[config.mk]
export PLATFORM = sky130hd
export DESIGN_NAME = id_stage
export DESIGN_NICKNAME = d
export VERILOG_FILES = /design/src/rtl/id_pkg.sv /design/src/rtl/id_stage.sv /design/src/rtl/id_ex_reg.sv /design/src/rtl/id_branch_unit.sv /design/src/rtl/id_operand_fwd.sv /design/src/rtl/id_decoder.sv
export VERILOG_INCLUDE_DIRS = /design/src /design/src/rtl
export SDC_FILE = /design/constraint.sdc
export NUM_CORES = 1
export LEC_CHECK = 0
export BUFFER_PORTS_ARGS = -buffer_cell sky130_fd_sc_hd__buf_4
export CAP_MARGIN = 20
export CORE_AREA = 2 2 170 172
export CTS_CLUSTER_DIAMETER = 100
export DETAILED_ROUTE_END_ITERATION = 16
export DIE_AREA = 0 0 172 174
export PLACE_DENSITY = 0.67
export SYNTH_ARGS = -nofsm -noshare
export SYNTH_HDL_FRONTEND = slang
export SYNTH_SLANG_ARGS = --single-unit
[constraint.sdc]
create_clock -name clk -period 18.7 [get_ports clk]
set_input_delay 3.74 -clock clk [delete_from_list [all_inputs] [get_ports clk]]
set_output_delay 3.74 -clock clk [all_outputs]
set_load 0.02 [all_outputs]
[src/rtl/id_cfg.svh]
`ifndef ID_CFG_SVH
`define ID_CFG_SVH

// Data and address width
`define ID_XLEN 32

// Register file index width
`define ID_REG_AW 5

// BL writes its return address here
`define ID_LINK_REG 1

`define ID_PC_STEP 4

`endif
[src/rtl/id_pkg.sv]
`default_nettype none

`include "id_cfg.svh"

package id_pkg;

  typedef logic [`ID_XLEN-1:0] word_t;
  typedef logic [`ID_REG_AW-1:0] reg_addr_t;

  // Major groups from inst[31:26]
  typedef enum logic [5:0] {
    OP_ARITH = 6'b000000,
    OP_MEM   = 6'b001010,
    OP_JIRL  = 6'b010011,
    OP_B     = 6'b010100,
    OP_BL    = 6'b010101,
    OP_BEQ   = 6'b010110,
    OP_BNE   = 6'b010111,
    OP_BLT   = 6'b011000,
    OP_BGE   = 6'b011001,
    OP_BLTU  = 6'b011010,
    OP_BGEU  = 6'b011011
  } major_op_e;

  // NOP must stay at zero, a bubble is all zeros
  typedef enum logic [4:0] {
    ALU_NOP, ALU_ADD, ALU_SUB, ALU_SLT, ALU_SLTU,
    ALU_AND, ALU_OR, ALU_XOR, ALU_NOR,
    ALU_SLL, ALU_SRL, ALU_SRA,
    ALU_LUI, ALU_PCADD,
    ALU_LD_B, ALU_LD_H, ALU_LD_W, ALU_LD_BU, ALU_LD_HU,
    ALU_ST_B, ALU_ST_H, ALU_ST_W,
    ALU_JIRL, ALU_B, ALU_BL,
    ALU_BEQ, ALU_BNE, ALU_BLT, ALU_BGE, ALU_BLTU, ALU_BGEU
  } alu_op_e;

  typedef enum logic [2:0] {
    SEL_NOP, SEL_LOGIC, SEL_SHIFT, SEL_ARITH, SEL_MOVE, SEL_LOAD_STORE, SEL_JUMP
  } alu_sel_e;

  typedef enum logic [3:0] {
    BR_NONE, BR_JIRL, BR_B, BR_BL, BR_EQ, BR_NE, BR_LT, BR_GE, BR_LTU, BR_GEU
  } br_kind_e;

  // Pending write of a later stage
  typedef struct packed {
    logic      wreg;
    reg_addr_t waddr;
    word_t     wdata;
  } wb_fwd_t;

  typedef struct packed {
    logic      valid;
    alu_op_e   aluop;
    alu_sel_e  alusel;
    word_t     op1;
    word_t     op2;
    reg_addr_t waddr;
    logic      wreg;
    word_t     pc;
    word_t     inst;
  } ex_bundle_t;

  typedef struct packed {
    logic  taken;
    word_t target;
    word_t link;
  } branch_t;

endpackage

`default_nettype wire

[src/rtl/id_stage.sv]
`timescale 1ns/1ps
`default_nettype none

`include "id_cfg.svh"

module id_stage (
  input  logic               clk,
  input  logic               rst_n_i,
  input  id_pkg::word_t      pc_i,
  input  id_pkg::word_t      inst_i,
  input  id_pkg::word_t      reg1_data_i,
  input  id_pkg::word_t      reg2_data_i,
  input  id_pkg::wb_fwd_t    ex_fwd_i,
  input  id_pkg::wb_fwd_t    mem_fwd_i,
  input  id_pkg::alu_op_e    ex_aluop_i,
  output logic               reg1_read_o,
  output id_pkg::reg_addr_t  reg1_addr_o,
  output logic               reg2_read_o,
  output id_pkg::reg_addr_t  reg2_addr_o,
  output id_pkg::branch_t    branch_o,
  output logic               stall_o,
  output id_pkg::ex_bundle_t ex_o
);

  import id_pkg::*;

  word_t      dec_imm;
  alu_op_e    dec_aluop;
  alu_sel_e   dec_alusel;
  reg_addr_t  dec_waddr;
  logic       dec_wreg;
  logic       dec_valid;
  br_kind_e   dec_br_kind;
  br_kind_e   br_kind;
  word_t      op1;
  word_t      op2;
  reg_addr_t  waddr;
  ex_bundle_t ex_next;

  id_decoder u_decoder (
    .inst_i      (inst_i),
    .ex_aluop_i  (ex_aluop_i),
    .ex_waddr_i  (ex_fwd_i.waddr),
    .reg1_read_o (reg1_read_o),
    .reg2_read_o (reg2_read_o),
    .reg1_addr_o (reg1_addr_o),
    .reg2_addr_o (reg2_addr_o),
    .imm_o       (dec_imm),
    .aluop_o     (dec_aluop),
    .alusel_o    (dec_alusel),
    .waddr_o     (dec_waddr),
    .wreg_o      (dec_wreg),
    .valid_o     (dec_valid),
    .br_kind_o   (dec_br_kind),
    .stall_o     (stall_o)
  );

  id_operand_fwd u_fwd1 (
    .read_i    (reg1_read_o),
    .addr_i    (reg1_addr_o),
    .rf_data_i (reg1_data_i),
    .imm_i     (dec_imm),
    .ex_fwd_i  (ex_fwd_i),
    .mem_fwd_i (mem_fwd_i),
    .operand_o (op1)
  );

  id_operand_fwd u_fwd2 (
    .read_i    (reg2_read_o),
    .addr_i    (reg2_addr_o),
    .rf_data_i (reg2_data_i),
    .imm_i     (dec_imm),
    .ex_fwd_i  (ex_fwd_i),
    .mem_fwd_i (mem_fwd_i),
    .operand_o (op2)
  );

  // Operands are stale under a load-use stall, so no redirect
  assign br_kind = stall_o ? BR_NONE : dec_br_kind;

  id_branch_unit u_branch (
    .kind_i   (br_kind),
    .pc_i     (pc_i),
    .inst_i   (inst_i),
    .op1_i    (op1),
    .op2_i    (op2),
    .branch_o (branch_o)
  );

  // BL links into the fixed return register
  assign waddr = (dec_br_kind == BR_BL) ? reg_addr_t'(`ID_LINK_REG) : dec_waddr;

  assign ex_next = '{valid: dec_valid, aluop: dec_aluop, alusel: dec_alusel, op1: op1,
                     op2: op2, waddr: waddr, wreg: dec_wreg, pc: pc_i, inst: inst_i};

  id_ex_reg u_id_ex_reg (
    .clk     (clk),
    .rst_n_i (rst_n_i),
    .stall_i (stall_o),
    .next_i  (ex_next),
    .ex_o    (ex_o)
  );

endmodule

`default_nettype wire

[src/rtl/id_ex_reg.sv]
`timescale 1ns/1ps
`default_nettype none

module id_ex_reg (
  input  logic                 clk,
  input  logic                 rst_n_i,
  input  logic                 stall_i,
  input  id_pkg::ex_bundle_t   next_i,
  output id_pkg::ex_bundle_t   ex_o
);

  import id_pkg::*;

  logic      valid_q;
  logic      wreg_q;
  alu_op_e   aluop_q;
  alu_sel_e  alusel_q;
  word_t     op1_q;
  word_t     op2_q;
  reg_addr_t waddr_q;
  word_t     pc_q;
  word_t     inst_q;

  // Stall turns the slot into a bubble
  always_ff @(posedge clk)
  begin
    if (!rst_n_i || stall_i)
    begin
      valid_q  <= 1'b0;
      wreg_q   <= 1'b0;
      aluop_q  <= ALU_NOP;
      alusel_q <= SEL_NOP;
    end
    else
    begin
      valid_q  <= next_i.valid;
      wreg_q   <= next_i.wreg;
      aluop_q  <= next_i.aluop;
      alusel_q <= next_i.alusel;
    end
  end

  always_ff @(posedge clk)
  begin
    op1_q   <= next_i.op1;
    op2_q   <= next_i.op2;
    waddr_q <= next_i.waddr;
    pc_q    <= next_i.pc;
    inst_q  <= next_i.inst;
  end

  assign ex_o = '{valid: valid_q, aluop: aluop_q, alusel: alusel_q, op1: op1_q,
                  op2: op2_q, waddr: waddr_q, wreg: wreg_q, pc: pc_q, inst: inst_q};

endmodule

`default_nettype wire

[src/rtl/id_branch_unit.sv]
`timescale 1ns/1ps
`default_nettype none

`include "id_cfg.svh"

module id_branch_unit (
  input  id_pkg::br_kind_e kind_i,
  input  id_pkg::word_t    pc_i,
  input  id_pkg::word_t    inst_i,
  input  id_pkg::word_t    op1_i,
  input  id_pkg::word_t    op2_i,
  output id_pkg::branch_t  branch_o
);

  import id_pkg::*;

  word_t off16;
  word_t off26;
  word_t pc_link;
  word_t target;
  word_t link;
  logic  taken;
  logic  lt_s;
  logic  lt_u;

  assign off16   = {{(`ID_XLEN-18){inst_i[25]}}, inst_i[25:10], 2'b00};
  assign off26   = {{(`ID_XLEN-28){inst_i[9]}}, inst_i[9:0], inst_i[25:10], 2'b00};
  assign pc_link = pc_i + word_t'(`ID_PC_STEP);
  assign lt_s    = $signed(op1_i) < $signed(op2_i);
  assign lt_u    = op1_i < op2_i;

  always_comb
  begin
    taken  = 1'b0;
    target = pc_i + off16;
    link   = '0;
    case (kind_i)
      BR_JIRL:
      begin
        taken  = 1'b1;
        target = op1_i + off16;
        link   = pc_link;
      end
      BR_B:
      begin
        taken  = 1'b1;
        target = pc_i + off26;
      end
      BR_BL:
      begin
        taken  = 1'b1;
        target = pc_i + off26;
        link   = pc_link;
      end
      BR_EQ:   taken = (op1_i == op2_i);
      BR_NE:   taken = (op1_i != op2_i);
      BR_LT:   taken = lt_s;
      BR_GE:   taken = !lt_s;
      BR_LTU:  taken = lt_u;
      BR_GEU:  taken = !lt_u;
      default: taken = 1'b0;
    endcase
  end

  assign branch_o.taken  = taken;
  assign branch_o.target = taken ? target : '0;
  assign branch_o.link   = taken ? link : '0;

endmodule

`default_nettype wire

[src/rtl/id_operand_fwd.sv]
`timescale 1ns/1ps
`default_nettype none

module id_operand_fwd (
  input  logic              read_i,
  input  id_pkg::reg_addr_t addr_i,
  input  id_pkg::word_t     rf_data_i,
  input  id_pkg::word_t     imm_i,
  input  id_pkg::wb_fwd_t   ex_fwd_i,
  input  id_pkg::wb_fwd_t   mem_fwd_i,
  output id_pkg::word_t     operand_o
);

  logic ex_hit;
  logic mem_hit;

  assign ex_hit  = ex_fwd_i.wreg && (ex_fwd_i.waddr == addr_i);
  assign mem_hit = mem_fwd_i.wreg && (mem_fwd_i.waddr == addr_i);

  // Youngest producer wins
  always_comb
  begin
    if (read_i && addr_i == '0)
      operand_o = '0;
    else if (read_i && ex_hit)
      operand_o = ex_fwd_i.wdata;
    else if (read_i && mem_hit)
      operand_o = mem_fwd_i.wdata;
    else if (read_i)
      operand_o = rf_data_i;
    else
      operand_o = imm_i;
  end

endmodule

`default_nettype wire

[src/rtl/id_decoder.sv]
`timescale 1ns/1ps
`default_nettype none

`include "id_cfg.svh"

module id_decoder (
  input  id_pkg::word_t     inst_i,
  input  id_pkg::alu_op_e   ex_aluop_i,
  input  id_pkg::reg_addr_t ex_waddr_i,
  output logic              reg1_read_o,
  output logic              reg2_read_o,
  output id_pkg::reg_addr_t reg1_addr_o,
  output id_pkg::reg_addr_t reg2_addr_o,
  output id_pkg::word_t     imm_o,
  output id_pkg::alu_op_e   aluop_o,
  output id_pkg::alu_sel_e  alusel_o,
  output id_pkg::reg_addr_t waddr_o,
  output logic              wreg_o,
  output logic              valid_o,
  output id_pkg::br_kind_e  br_kind_o,
  output logic              stall_o
);

  import id_pkg::*;

  localparam logic [6:0] OP7_LU12I     = 7'b0001010;
  localparam logic [6:0] OP7_PCADDU12I = 7'b0001110;

  major_op_e major;
  reg_addr_t rd;
  reg_addr_t rj;
  reg_addr_t rk;
  word_t     imm_u20;
  logic      ex_is_load;

  assign major   = major_op_e'(inst_i[31:26]);
  assign rd      = inst_i[4:0];
  assign rj      = inst_i[9:5];
  assign rk      = inst_i[14:10];
  assign imm_u20 = {inst_i[24:5], 12'b0};

  always_comb
  begin
    reg1_read_o = 1'b0;
    reg2_read_o = 1'b0;
    reg1_addr_o = rj;
    reg2_addr_o = rk;
    waddr_o     = rd;
    imm_o       = '0;
    aluop_o     = ALU_NOP;
    alusel_o    = SEL_NOP;
    wreg_o      = 1'b0;
    valid_o     = 1'b0;
    br_kind_o   = BR_NONE;

    case (major)
      OP_JIRL:
      begin
        valid_o     = 1'b1;
        wreg_o      = 1'b1;
        aluop_o     = ALU_JIRL;
        alusel_o    = SEL_JUMP;
        reg1_read_o = 1'b1;
        br_kind_o   = BR_JIRL;
      end
      OP_B, OP_BL:
      begin
        valid_o   = 1'b1;
        alusel_o  = SEL_JUMP;
        wreg_o    = (major == OP_BL);
        aluop_o   = (major == OP_BL) ? ALU_BL : ALU_B;
        br_kind_o = (major == OP_BL) ? BR_BL : BR_B;
      end
      OP_BEQ, OP_BNE, OP_BLT, OP_BGE, OP_BLTU, OP_BGEU:
      begin
        // Conditional branches compare rj against rd
        valid_o     = 1'b1;
        alusel_o    = SEL_JUMP;
        reg1_read_o = 1'b1;
        reg2_read_o = 1'b1;
        reg2_addr_o = rd;
        case (major)
          OP_BEQ:  begin aluop_o = ALU_BEQ;  br_kind_o = BR_EQ;  end
          OP_BNE:  begin aluop_o = ALU_BNE;  br_kind_o = BR_NE;  end
          OP_BLT:  begin aluop_o = ALU_BLT;  br_kind_o = BR_LT;  end
          OP_BGE:  begin aluop_o = ALU_BGE;  br_kind_o = BR_GE;  end
          OP_BLTU: begin aluop_o = ALU_BLTU; br_kind_o = BR_LTU; end
          default: begin aluop_o = ALU_BGEU; br_kind_o = BR_GEU; end
        endcase
      end
      OP_MEM:
      begin
        valid_o     = 1'b1;
        alusel_o    = SEL_LOAD_STORE;
        reg1_read_o = 1'b1;
        reg2_addr_o = rd;
        case (inst_i[25:22])
          4'b0000: begin aluop_o = ALU_LD_B;  wreg_o = 1'b1; end
          4'b0001: begin aluop_o = ALU_LD_H;  wreg_o = 1'b1; end
          4'b0010: begin aluop_o = ALU_LD_W;  wreg_o = 1'b1; end
          4'b1000: begin aluop_o = ALU_LD_BU; wreg_o = 1'b1; end
          4'b1001: begin aluop_o = ALU_LD_HU; wreg_o = 1'b1; end
          4'b0100: begin aluop_o = ALU_ST_B;  reg2_read_o = 1'b1; end
          4'b0101: begin aluop_o = ALU_ST_H;  reg2_read_o = 1'b1; end
          4'b0110: begin aluop_o = ALU_ST_W;  reg2_read_o = 1'b1; end
          default: valid_o = 1'b0;
        endcase
      end
      OP_ARITH:
      begin
        valid_o     = 1'b1;
        wreg_o      = 1'b1;
        reg1_read_o = 1'b1;
        casez (inst_i[25:20])
          6'b000001:
          begin
            // 3R group, function in [19:15]
            reg2_read_o = 1'b1;
            case (inst_i[19:15])
              5'b00000: begin aluop_o = ALU_ADD;  alusel_o = SEL_ARITH; end
              5'b00010: begin aluop_o = ALU_SUB;  alusel_o = SEL_ARITH; end
              5'b00100: begin aluop_o = ALU_SLT;  alusel_o = SEL_ARITH; end
              5'b00101: begin aluop_o = ALU_SLTU; alusel_o = SEL_ARITH; end
              5'b01000: begin aluop_o = ALU_NOR;  alusel_o = SEL_LOGIC; end
              5'b01001: begin aluop_o = ALU_AND;  alusel_o = SEL_LOGIC; end
              5'b01010: begin aluop_o = ALU_OR;   alusel_o = SEL_LOGIC; end
              5'b01011: begin aluop_o = ALU_XOR;  alusel_o = SEL_LOGIC; end
              5'b01110: begin aluop_o = ALU_SLL;  alusel_o = SEL_SHIFT; end
              5'b01111: begin aluop_o = ALU_SRL;  alusel_o = SEL_SHIFT; end
              5'b10000: begin aluop_o = ALU_SRA;  alusel_o = SEL_SHIFT; end
              default:  valid_o = 1'b0;
            endcase
          end
          6'b000100:
          begin
            alusel_o = SEL_SHIFT;
            imm_o    = {{(`ID_XLEN-5){1'b0}}, inst_i[14:10]};
            case (inst_i[19:15])
              5'b00001: aluop_o = ALU_SLL;
              5'b01001: aluop_o = ALU_SRL;
              5'b10001: aluop_o = ALU_SRA;
              default:  valid_o = 1'b0;
            endcase
          end
          6'b1?????:
          begin
            // 12-bit immediates, zero-extended
            imm_o = {{(`ID_XLEN-12){1'b0}}, inst_i[21:10]};
            case (inst_i[25:22])
              4'b1000: begin aluop_o = ALU_SLT;  alusel_o = SEL_ARITH; end
              4'b1001: begin aluop_o = ALU_SLTU; alusel_o = SEL_ARITH; end
              4'b1010: begin aluop_o = ALU_ADD;  alusel_o = SEL_ARITH; end
              4'b1101: begin aluop_o = ALU_AND;  alusel_o = SEL_LOGIC; end
              4'b1110: begin aluop_o = ALU_OR;   alusel_o = SEL_LOGIC; end
              4'b1111: begin aluop_o = ALU_XOR;  alusel_o = SEL_LOGIC; end
              default: valid_o = 1'b0;
            endcase
          end
          default: valid_o = 1'b0;
        endcase
      end
      default:
      begin
        if (inst_i[31:25] == OP7_LU12I || inst_i[31:25] == OP7_PCADDU12I)
        begin
          valid_o  = 1'b1;
          wreg_o   = 1'b1;
          alusel_o = SEL_MOVE;
          imm_o    = imm_u20;
          aluop_o  = (inst_i[31:25] == OP7_LU12I) ? ALU_LUI : ALU_PCADD;
        end
      end
    endcase

    // Unknown encodings leave no side effects
    if (!valid_o)
    begin
      reg1_read_o = 1'b0;
      reg2_read_o = 1'b0;
      wreg_o      = 1'b0;
      imm_o       = '0;
      aluop_o     = ALU_NOP;
      alusel_o    = SEL_NOP;
      br_kind_o   = BR_NONE;
    end
  end

  // Stores write no register, so only loads count
  assign ex_is_load = ex_aluop_i inside {ALU_LD_B, ALU_LD_H, ALU_LD_W, ALU_LD_BU, ALU_LD_HU};

  assign stall_o = ex_is_load &&
                   ((reg1_read_o && ex_waddr_i == reg1_addr_o) ||
                    (reg2_read_o && ex_waddr_i == reg2_addr_o));

endmodule

`default_nettype wire

==> key figures, run 1 <==
Status
  – Status: finished, final reports clean

GRT
  – Initial antenna violation count: 2
  – First-pass GRT wire length: 74800 um
  – GRT overflow: 0
  – Tot GR Track Use: 33.0%
  – Largest net degree at the start of global routing: 57
  – Number of global-route vias before repair: 12300

Critical path
  – CP Class: in -> out
  – Worst Setup SP: inst_i[22]
  – Setup crit start kind: primary input
  – Arr. time, crit path: 10680 ps
  – CP required: 14960 ps
  – Endpoint type of the worst setup path: output pin
  – Critical Path Fanout Max: 54

Yosys
  – Mapped Area: 11000 sq um
  – Leading area contributor after synthesis: dfxtp_1
  – Share of the synthesized area in the top cell type: 25.9%
  – Primary FF master, synth: dfxtp_1
  – Warnings, synthesis: 0
  – Seq/Total Area, Yosys: 25.9%
  – Post-synth ARST share: 0%
  – Mean Syn Cell Area: 7.68 sq um
  – Synth unique cells: 80
  – Main area contributors after synthesis: dfxtp_1 26%, ha_1 10%, nand2_1 5.4%
  – Post-synth EDFFs: 0
  – Flops & latches, synth: 143
  – Syn_nets: 1741
  – Cells after Synth: 1437

Power and ir drop
  – Pwr dens: 62.4 nW/um^2
  – Logic pwr share: 26.3%
  – Clock power share: 40.0%
  – P_leak: 0.00688 uW
  – Switching part of the total: 34.0%
  – Reg power frac: 33.6%
  – Pint: 621 uW
  – Worst VDD drop: 0.0498 mV
  – Psw: 321 uW

Finish
  – Final #Nets: 2120
  – # diodes: 0
  – Layout Area Growth over Synthesis: 36.8%
  – Fin cells: 2213
  – Share of layout cells above drive strength 1: 27.3%

Route
  – Starting DRT DRC Count: 1406
  – DR pass1 iterations: 6
  – WL final: 51100 um
  – Antenna-violating nets left: 0
  – Avg WL per Cell: 23.1 um
  – Vias per cell: 5.82
  – DRC errors left: 0
  – Via count: 12900

Placement
  – IO Port Bufs: 431
  – Placed insts: 2181
  – HPWL Detailed: 39000 um
  – Routability cong.: 0.975

Clocking
  – Worst-path clk slew: 70 ps
  – Post-CTS Setup Bufs: 0
  – CTS tree: yes
  – H-tree levels: 4
  – Clock Root Buffer: clkbuf_16
  – Clk sink count: 143
  – Num CTS Buffers: 17
  – Longest Clk Path Bufs: 2
  – Cts hold-fix bufs: 0
  – Post-cts gate resize count: 0

STA
  – Min cycle time layout: 14420 ps
  – Pins Over Slew Limit: 0
  – Worst slew pin tran: 1030 ps
  – RSZ-0062 raised after global routing: no
  – Final hold vios: 0
  – Period utilisation layout: 77.1%
  – Relative slew slack: 30.5%
  – Setup tns final: 0 ps
  – # setup viols final: 0
  – Fmax: 69.3 MHz

Floorplan
  – Die W: 172 um
  – Row count: 62
  – Total core area: 28200 sq um
  – Die height: 174 um
  – I/O Pins: 432
  – DIE AREA: 29900 sq um
  – Starting Density: 39.1%

Min path
  – Worst Hold Launch: pc_i[1]
  – HP Class: in -> reg

Flow run
  – Max-cap violations: 0
==> power groups by stage <==
stage | registers, uW | clock network, uW | logic, uW
floorplan | 336 | 0 | 116
global placement | 324 | 0 | 245
detailed placement | 324 | 0 | 243
CTS | 317 | 381 | 244
global route | 317 | 391 | 263
finish | 317 | 377 | 248
==> cells in the final DEF (no fill, tap or decap), types with 15 or more instances in the layout <==
cell type,instances
a211oi_1,15
a21o_1,36
a21oi_1,108
a221oi_1,30
and2_1,35
and3_1,15
buf_4,443
clkbuf_16,17
dfxtp_1,143
ha_1,91
inv_1,52
mux2i_1,15
nand2_1,158
nand2b_1,16
nand3_1,31
nand4_1,15
nor2_1,144
nor3_1,34
o211ai_1,30
o21ai_0,63
o22ai_1,36
o31ai_1,36
xnor2_1,55
xor2_1,59
==> per-layer routing <==
layer  GRT usage [%]  share of wire [%]  routed length [um]
met4            13.7                4.4                2240
met2            53.5                 46               23300
met1            42.8                 40               20600
met5               0              0.025                  13
met3            6.49                9.6                4890
==> cells by family (layout without fill, tap and decap cells) <==
kind of cell | Yosys count | after routing | share of synthesized area [%]
adder cells (fa/ha/maj) | 93 | 93 | 10.7
XOR/XNOR | 114 | 114 | 9.05
AND/OR/NAND/NOR | 505 | 505 | 21.6
AO/OA/AOI/OAI | 427 | 427 | 25.7
flip-flops | 143 | 143 | 25.9
multiplexers | 18 | 18 | 1.70
buffers and inverters | 137 | 529 | 5.28
==> sequential cells by signal, indices dropped and copies added (netlist names) <==
signal	cells
u_id_ex_reg.inst_q	32
u_id_ex_reg.op1_q	32
u_id_ex_reg.op2_q	32
u_id_ex_reg.pc_q	32
u_id_ex_reg.aluop_q	5
u_id_ex_reg.waddr_q	5
u_id_ex_reg.alusel_q	3
u_id_ex_reg.valid_q	1
u_id_ex_reg.wreg_q	1
==> cell usage after synthesis (31+ instances only) <==
cell and n:
and2_1 35, xor2_1 59, xnor2_1 55, nor2_1 145, a21o_1 36, ha_1 91, o31ai_1 36, clkbuf_1 47
inv_1 52, o21ai_0 63, dfxtp_1 143, nand3_1 31, o22ai_1 36, nand2_1 158, a21oi_1 108, nor3_1 36
==> final cells by class <==
cell class | count | area [sq um]
Fill cell | 2696 | 13100
Multi-Input combinational cell | 1157 | 7610
Timing Repair Buffer | 443 | 3330
Sequential cell | 143 | 2860
Tap cell | 384 | 480
Clock buffer | 17 | 425
Inverter | 54 | 203
Clock inverter | 15 | 186
==> critical path, cell delays in order <==
cell and delay, ps:
buf_4 190, nor3_1 300, nand3_1 330, o32ai_1 700, o21ai_0 220, a21boi_2 160, buf_4 400, nand4_2 390
nor2_4 240, buf_4 510, nand2_1 120, o31ai_1 110, nand2_1 130, ha_1 330, a21oi_1 170, nor2_1 60
a211oi_1 310, o21ai_0 160, o311a_1 420, a211oi_1 300, xnor2_1 160, a21oi_1 80, a211o_1 300, buf_4 270
o32ai_2 290, buf_4 230
==> final timing paths <==
kind / to / cells past startpoint
worst max-delay path: branch_o[37] / 26
worst min-delay path: u_id_ex_reg.pc_q[1] / 1
==> metrics by stage <==
stage | setup slack [ps] | total power, uW | utilization, % | hold WS, ps | area [sq um]
2_1_floorplan | 6100 | 452 | - | 3770 | 11000
3_3_place_gp | 4450 | 568 | 51.3 | 3870 | 14500
3_5_place_dp | 4500 | 567 | 51.3 | 3860 | 14500
4_1_cts | 4480 | 942 | 53.5 | 3410 | 15100
5_1_grt | 3930 | 971 | 53.5 | 3410 | 15100
6_report | 4280 | 942 | 53.5 | 3420 | 15100
(Power assumes the default switching activity.)
==> inputs of run 2 (changes only) <==
--- a/config.mk
+++ b/config.mk
@@ -6,13 +6,14 @@
 export SDC_FILE = /design/constraint.sdc
 export NUM_CORES = 1
 export LEC_CHECK = 0
+export ABC_AREA = 1
 export BUFFER_PORTS_ARGS = -buffer_cell sky130_fd_sc_hd__buf_4
 export CAP_MARGIN = 20
-export CORE_AREA = 2 2 170 172
+export CORE_AREA = 2 2 169 171
 export CTS_CLUSTER_DIAMETER = 100
 export DETAILED_ROUTE_END_ITERATION = 16
-export DIE_AREA = 0 0 172 174
-export PLACE_DENSITY = 0.67
+export DIE_AREA = 0 0 171 173
+export PLACE_DENSITY = 0.72
 export SYNTH_ARGS = -nofsm -noshare
 export SYNTH_HDL_FRONTEND = slang
 export SYNTH_SLANG_ARGS = --single-unit
==> constraint.sdc (replaced) <==
create_clock -name clk -period 12.43 [get_ports clk]
set_input_delay 2.486 -clock clk [delete_from_list [all_inputs] [get_ports clk]]
set_output_delay 2.486 -clock clk [all_outputs]
set_load 0.02 [all_outputs]
==> run 2 against run 1 <==
Effect of this change: setup slack got worse by 2600 ps; largest power group unchanged; sequential power increased by 51%; critical path type unchanged; critical endpoint is now branch_o[54]; sequential cell count stayed put; count of clock-buffer cells in the layout unchanged.
==> key figures, run 2 <==
Power and ir drop
  – Clock power share: 37.5%
  – Pint: 952 uW
  – Psw: 503 uW
  – Pwr dens: 92.9 nW/um^2
  – Worst VDD drop: 0.0799 mV
  – P_leak: 0.00846 uW
  – Switching part of the total: 34.6%
  – Logic pwr share: 29.6%
  – Reg power frac: 32.9%

Yosys
  – Main combinational cell family by area after synthesis: simple AND/OR/NAND/NOR gates
  – Leading area contributor after synthesis: dfxtp_1
  – Mean Syn Cell Area: 6.38 sq um
  – Primary FF master, synth: dfxtp_1
  – Cells after Synth: 1817
  – Syn_nets: 2121
  – Compound-Gate Fraction of Synth Area: 22.5%
  – Post-synthesis xor/xnor area fraction: 4.84%
  – Share of the synthesized area in the top cell type: 24.7%
  – Post-Synth Adder-Cell Area: 10.2%
  – Flops & latches, synth: 143
  – Warnings, synthesis: 0
  – Seq/Total Area, Yosys: 24.7%
  – Synth top cells by count: 388 x nand2_1, 210 x nor2_1, 203 x inv_1
  – Post-synth EDFFs: 0
  – Count leader, synth: nand2_1
  – Mapped Area: 11600 sq um
  – Multiplexer area fraction after synthesis: 0%
  – Synth unique cells: 58
  – Simple-gate share of the synthesized area: 28.2%
  – Main area contributors after synthesis: dfxtp_1 25%, nand2_1 13%, ha_1 9.8%
  – Post-synth ARST share: 0%

Clocking
  – Clock Root Buffer: clkbuf_16
  – Num CTS Buffers: 17
  – Clk sink count: 143
  – Longest Clk Path Bufs: 2
  – Post-CTS Setup Bufs: 0
  – Worst-path clk slew: 60 ps
  – Cts hold-fix bufs: 0
  – H-tree levels: 4
  – Post-cts gate resize count: 0
  – CTS tree: yes

GRT
  – Tot GR Track Use: 35.9%
  – Initial antenna violation count: 3
  – GR Util met3: 5.95%
  – GRT overflow: 0
  – Largest net degree at the start of global routing: 46
  – M2 GR Usage: 58.6%
  – First-pass GRT wire length: 80600 um
  – Number of global-route vias before repair: 13400
  – GR Util met1: 47.0%
  – Grt peak-use layer: met2

Placement
  – Routability cong.: 1.03
  – HPWL Detailed: 44800 um
  – Placed insts: 2574
  – IO Port Bufs: 431

Route
  – DRC errors left: 0
  – Avg WL per Cell: 21.3 um
  – WL final: 55400 um
  – Vias per cell: 5.54
  – Via count: 14400
  – Antenna-violating nets left: 0
  – DR pass1 iterations: 7
  – Starting DRT DRC Count: 1491

Flow run
  – Max-cap violations: 0

Floorplan
  – I/O Pins: 432
  – Total core area: 27600 sq um
  – Die W: 171 um
  – Die height: 173 um
  – Starting Density: 41.9%
  – Row count: 61
  – DIE AREA: 29600 sq um

Critical path
  – Delay-heaviest family, CP: simple AND/OR/NAND/NOR gates
  – Endpoint type of the worst setup path: output pin
  – CP peak stage delay: 600 ps
  – CP required: 9940 ps
  – Most used cell, CP: nand2_1
  – CP max-delay cell: nor4_1
  – Arr. time, crit path: 8310 ps
  – Critical Path Fanout Max: 27
  – CP cell instances: buf_4 -> nor2_1 -> nand2_1 -> nor2_2 -> o21ai_1 -> nand2_1 -> nand2_1 -> nand4_4 -> nand2_1 -> inv_1 -> nand2_2 -> o21ai_0 -> a21oi_1 -> ha_1 -> nand2_1 -> nor4_1 -> a21oi_1 -> o21ai_0 -> a21oi_1 -> xnor2_1 -> o21ai_0 -> nor2_1 -> buf_4
  – Setup crit start kind: primary input
  – CP Class: in -> out
  – CP Buf/Inv Count: 3

STA
  – Worst slew pin tran: 922 ps
  – # setup viols final: 0
  – Period utilisation layout: 86.9%
  – Setup tns final: 0 ps
  – RSZ-0062 raised after global routing: no
  – Fmax: 92.6 MHz
  – Relative slew slack: 38.0%
  – Final hold vios: 0
  – Min cycle time layout: 10800 ps
  – Pins Over Slew Limit: 0

Status
  – Status: finished, final reports clean

Finish
  – Fin cells: 2605
  – Leading cell type in the layout, fill and taps excluded: buf_4
  – Final #Nets: 2519
  – Most frequent cells in the layout: 441 x buf_4, 388 x nand2_1, 209 x nor2_1, 203 x inv_1, 199 x o21ai_0
  – Core Util, Final: 56.7%
  – Layout Area Growth over Synthesis: 35.1%
  – Share of layout cells above drive strength 1: 22.9%

Min path
  – HP Class: in -> reg
  – WHS Endpoint: u_id_ex_reg.pc_q[0]
  – Worst Hold Launch: pc_i[0]
  – Hold depth: 1
## run 2: logic make-up (layout without fill, tap and decap cells)
kind of cell	after synthesis	in the layout
DFF	143	143
xor gates and xnor gates	64	64
and+or+nand+nor	765	765
AOI/OAI and AO/OA	476	476
other	0	2
buffers and inverters	276	684
adders and majority gates	93	93
## run 2: worst max path at each step
stage	from	endpoint	slack, ps	cells past startpoint
6_report	inst_i[25]	branch_o[54]	1630	23
5_1_grt	inst_i[30]	branch_o[51]	1190	29
4_1_cts	inst_i[25]	branch_o[32]	1770	31
3_5_place_dp	inst_i[25]	branch_o[32]	1800	31
3_3_place_gp	inst_i[25]	branch_o[32]	1710	30
2_1_floorplan	inst_i[31]	branch_o[62]	3430	24
## run 2: through the flow
step	power [uW]	hold slack [ps]	cell area (sq um)	worst slack (ps)
floorplan	717	2510	11600	3430
global placement	913	2610	15100	1710
detailed placement	911	2610	15100	1800
CTS	1450	2170	15700	1770
global route	1510	2170	15700	1190
finish	1460	2170	15700	1630
## run 2: power groups by stage
stage                     Sequential, uW  Clock [uW]  Combinational [uW]
after CTS                            479         550                 424
after floorplan                      509           0                 208
after global placement               489           0                 423
after global routing                 480         566                 462
after detailed placement             489           0                 421
final                                479         546                 430
## run 2: area by class of cell
type / count / area [sq um]
flip-flops and latches: 143 / 2860
diodes: 2 / 5.00
fillers: 2825 / 12000
well taps: 378 / 473
clock inverters: 12 / 160
inverters: 214 / 806
clock buffers: 17 / 425
repair buffers: 441 / 3310
multi-input cells: 1398 / 7610
## run 2: metal layers
layer | routed length, um | part of all wire [%] | vias to the layer above
met4 | 2240 | 4.0 | 0
li1 | - | - | 6874
met5 | 0 | 0 | -
met2 | 25500 | 46 | 832
met1 | 22800 | 41 | 6574
met3 | 4820 | 8.7 | 143
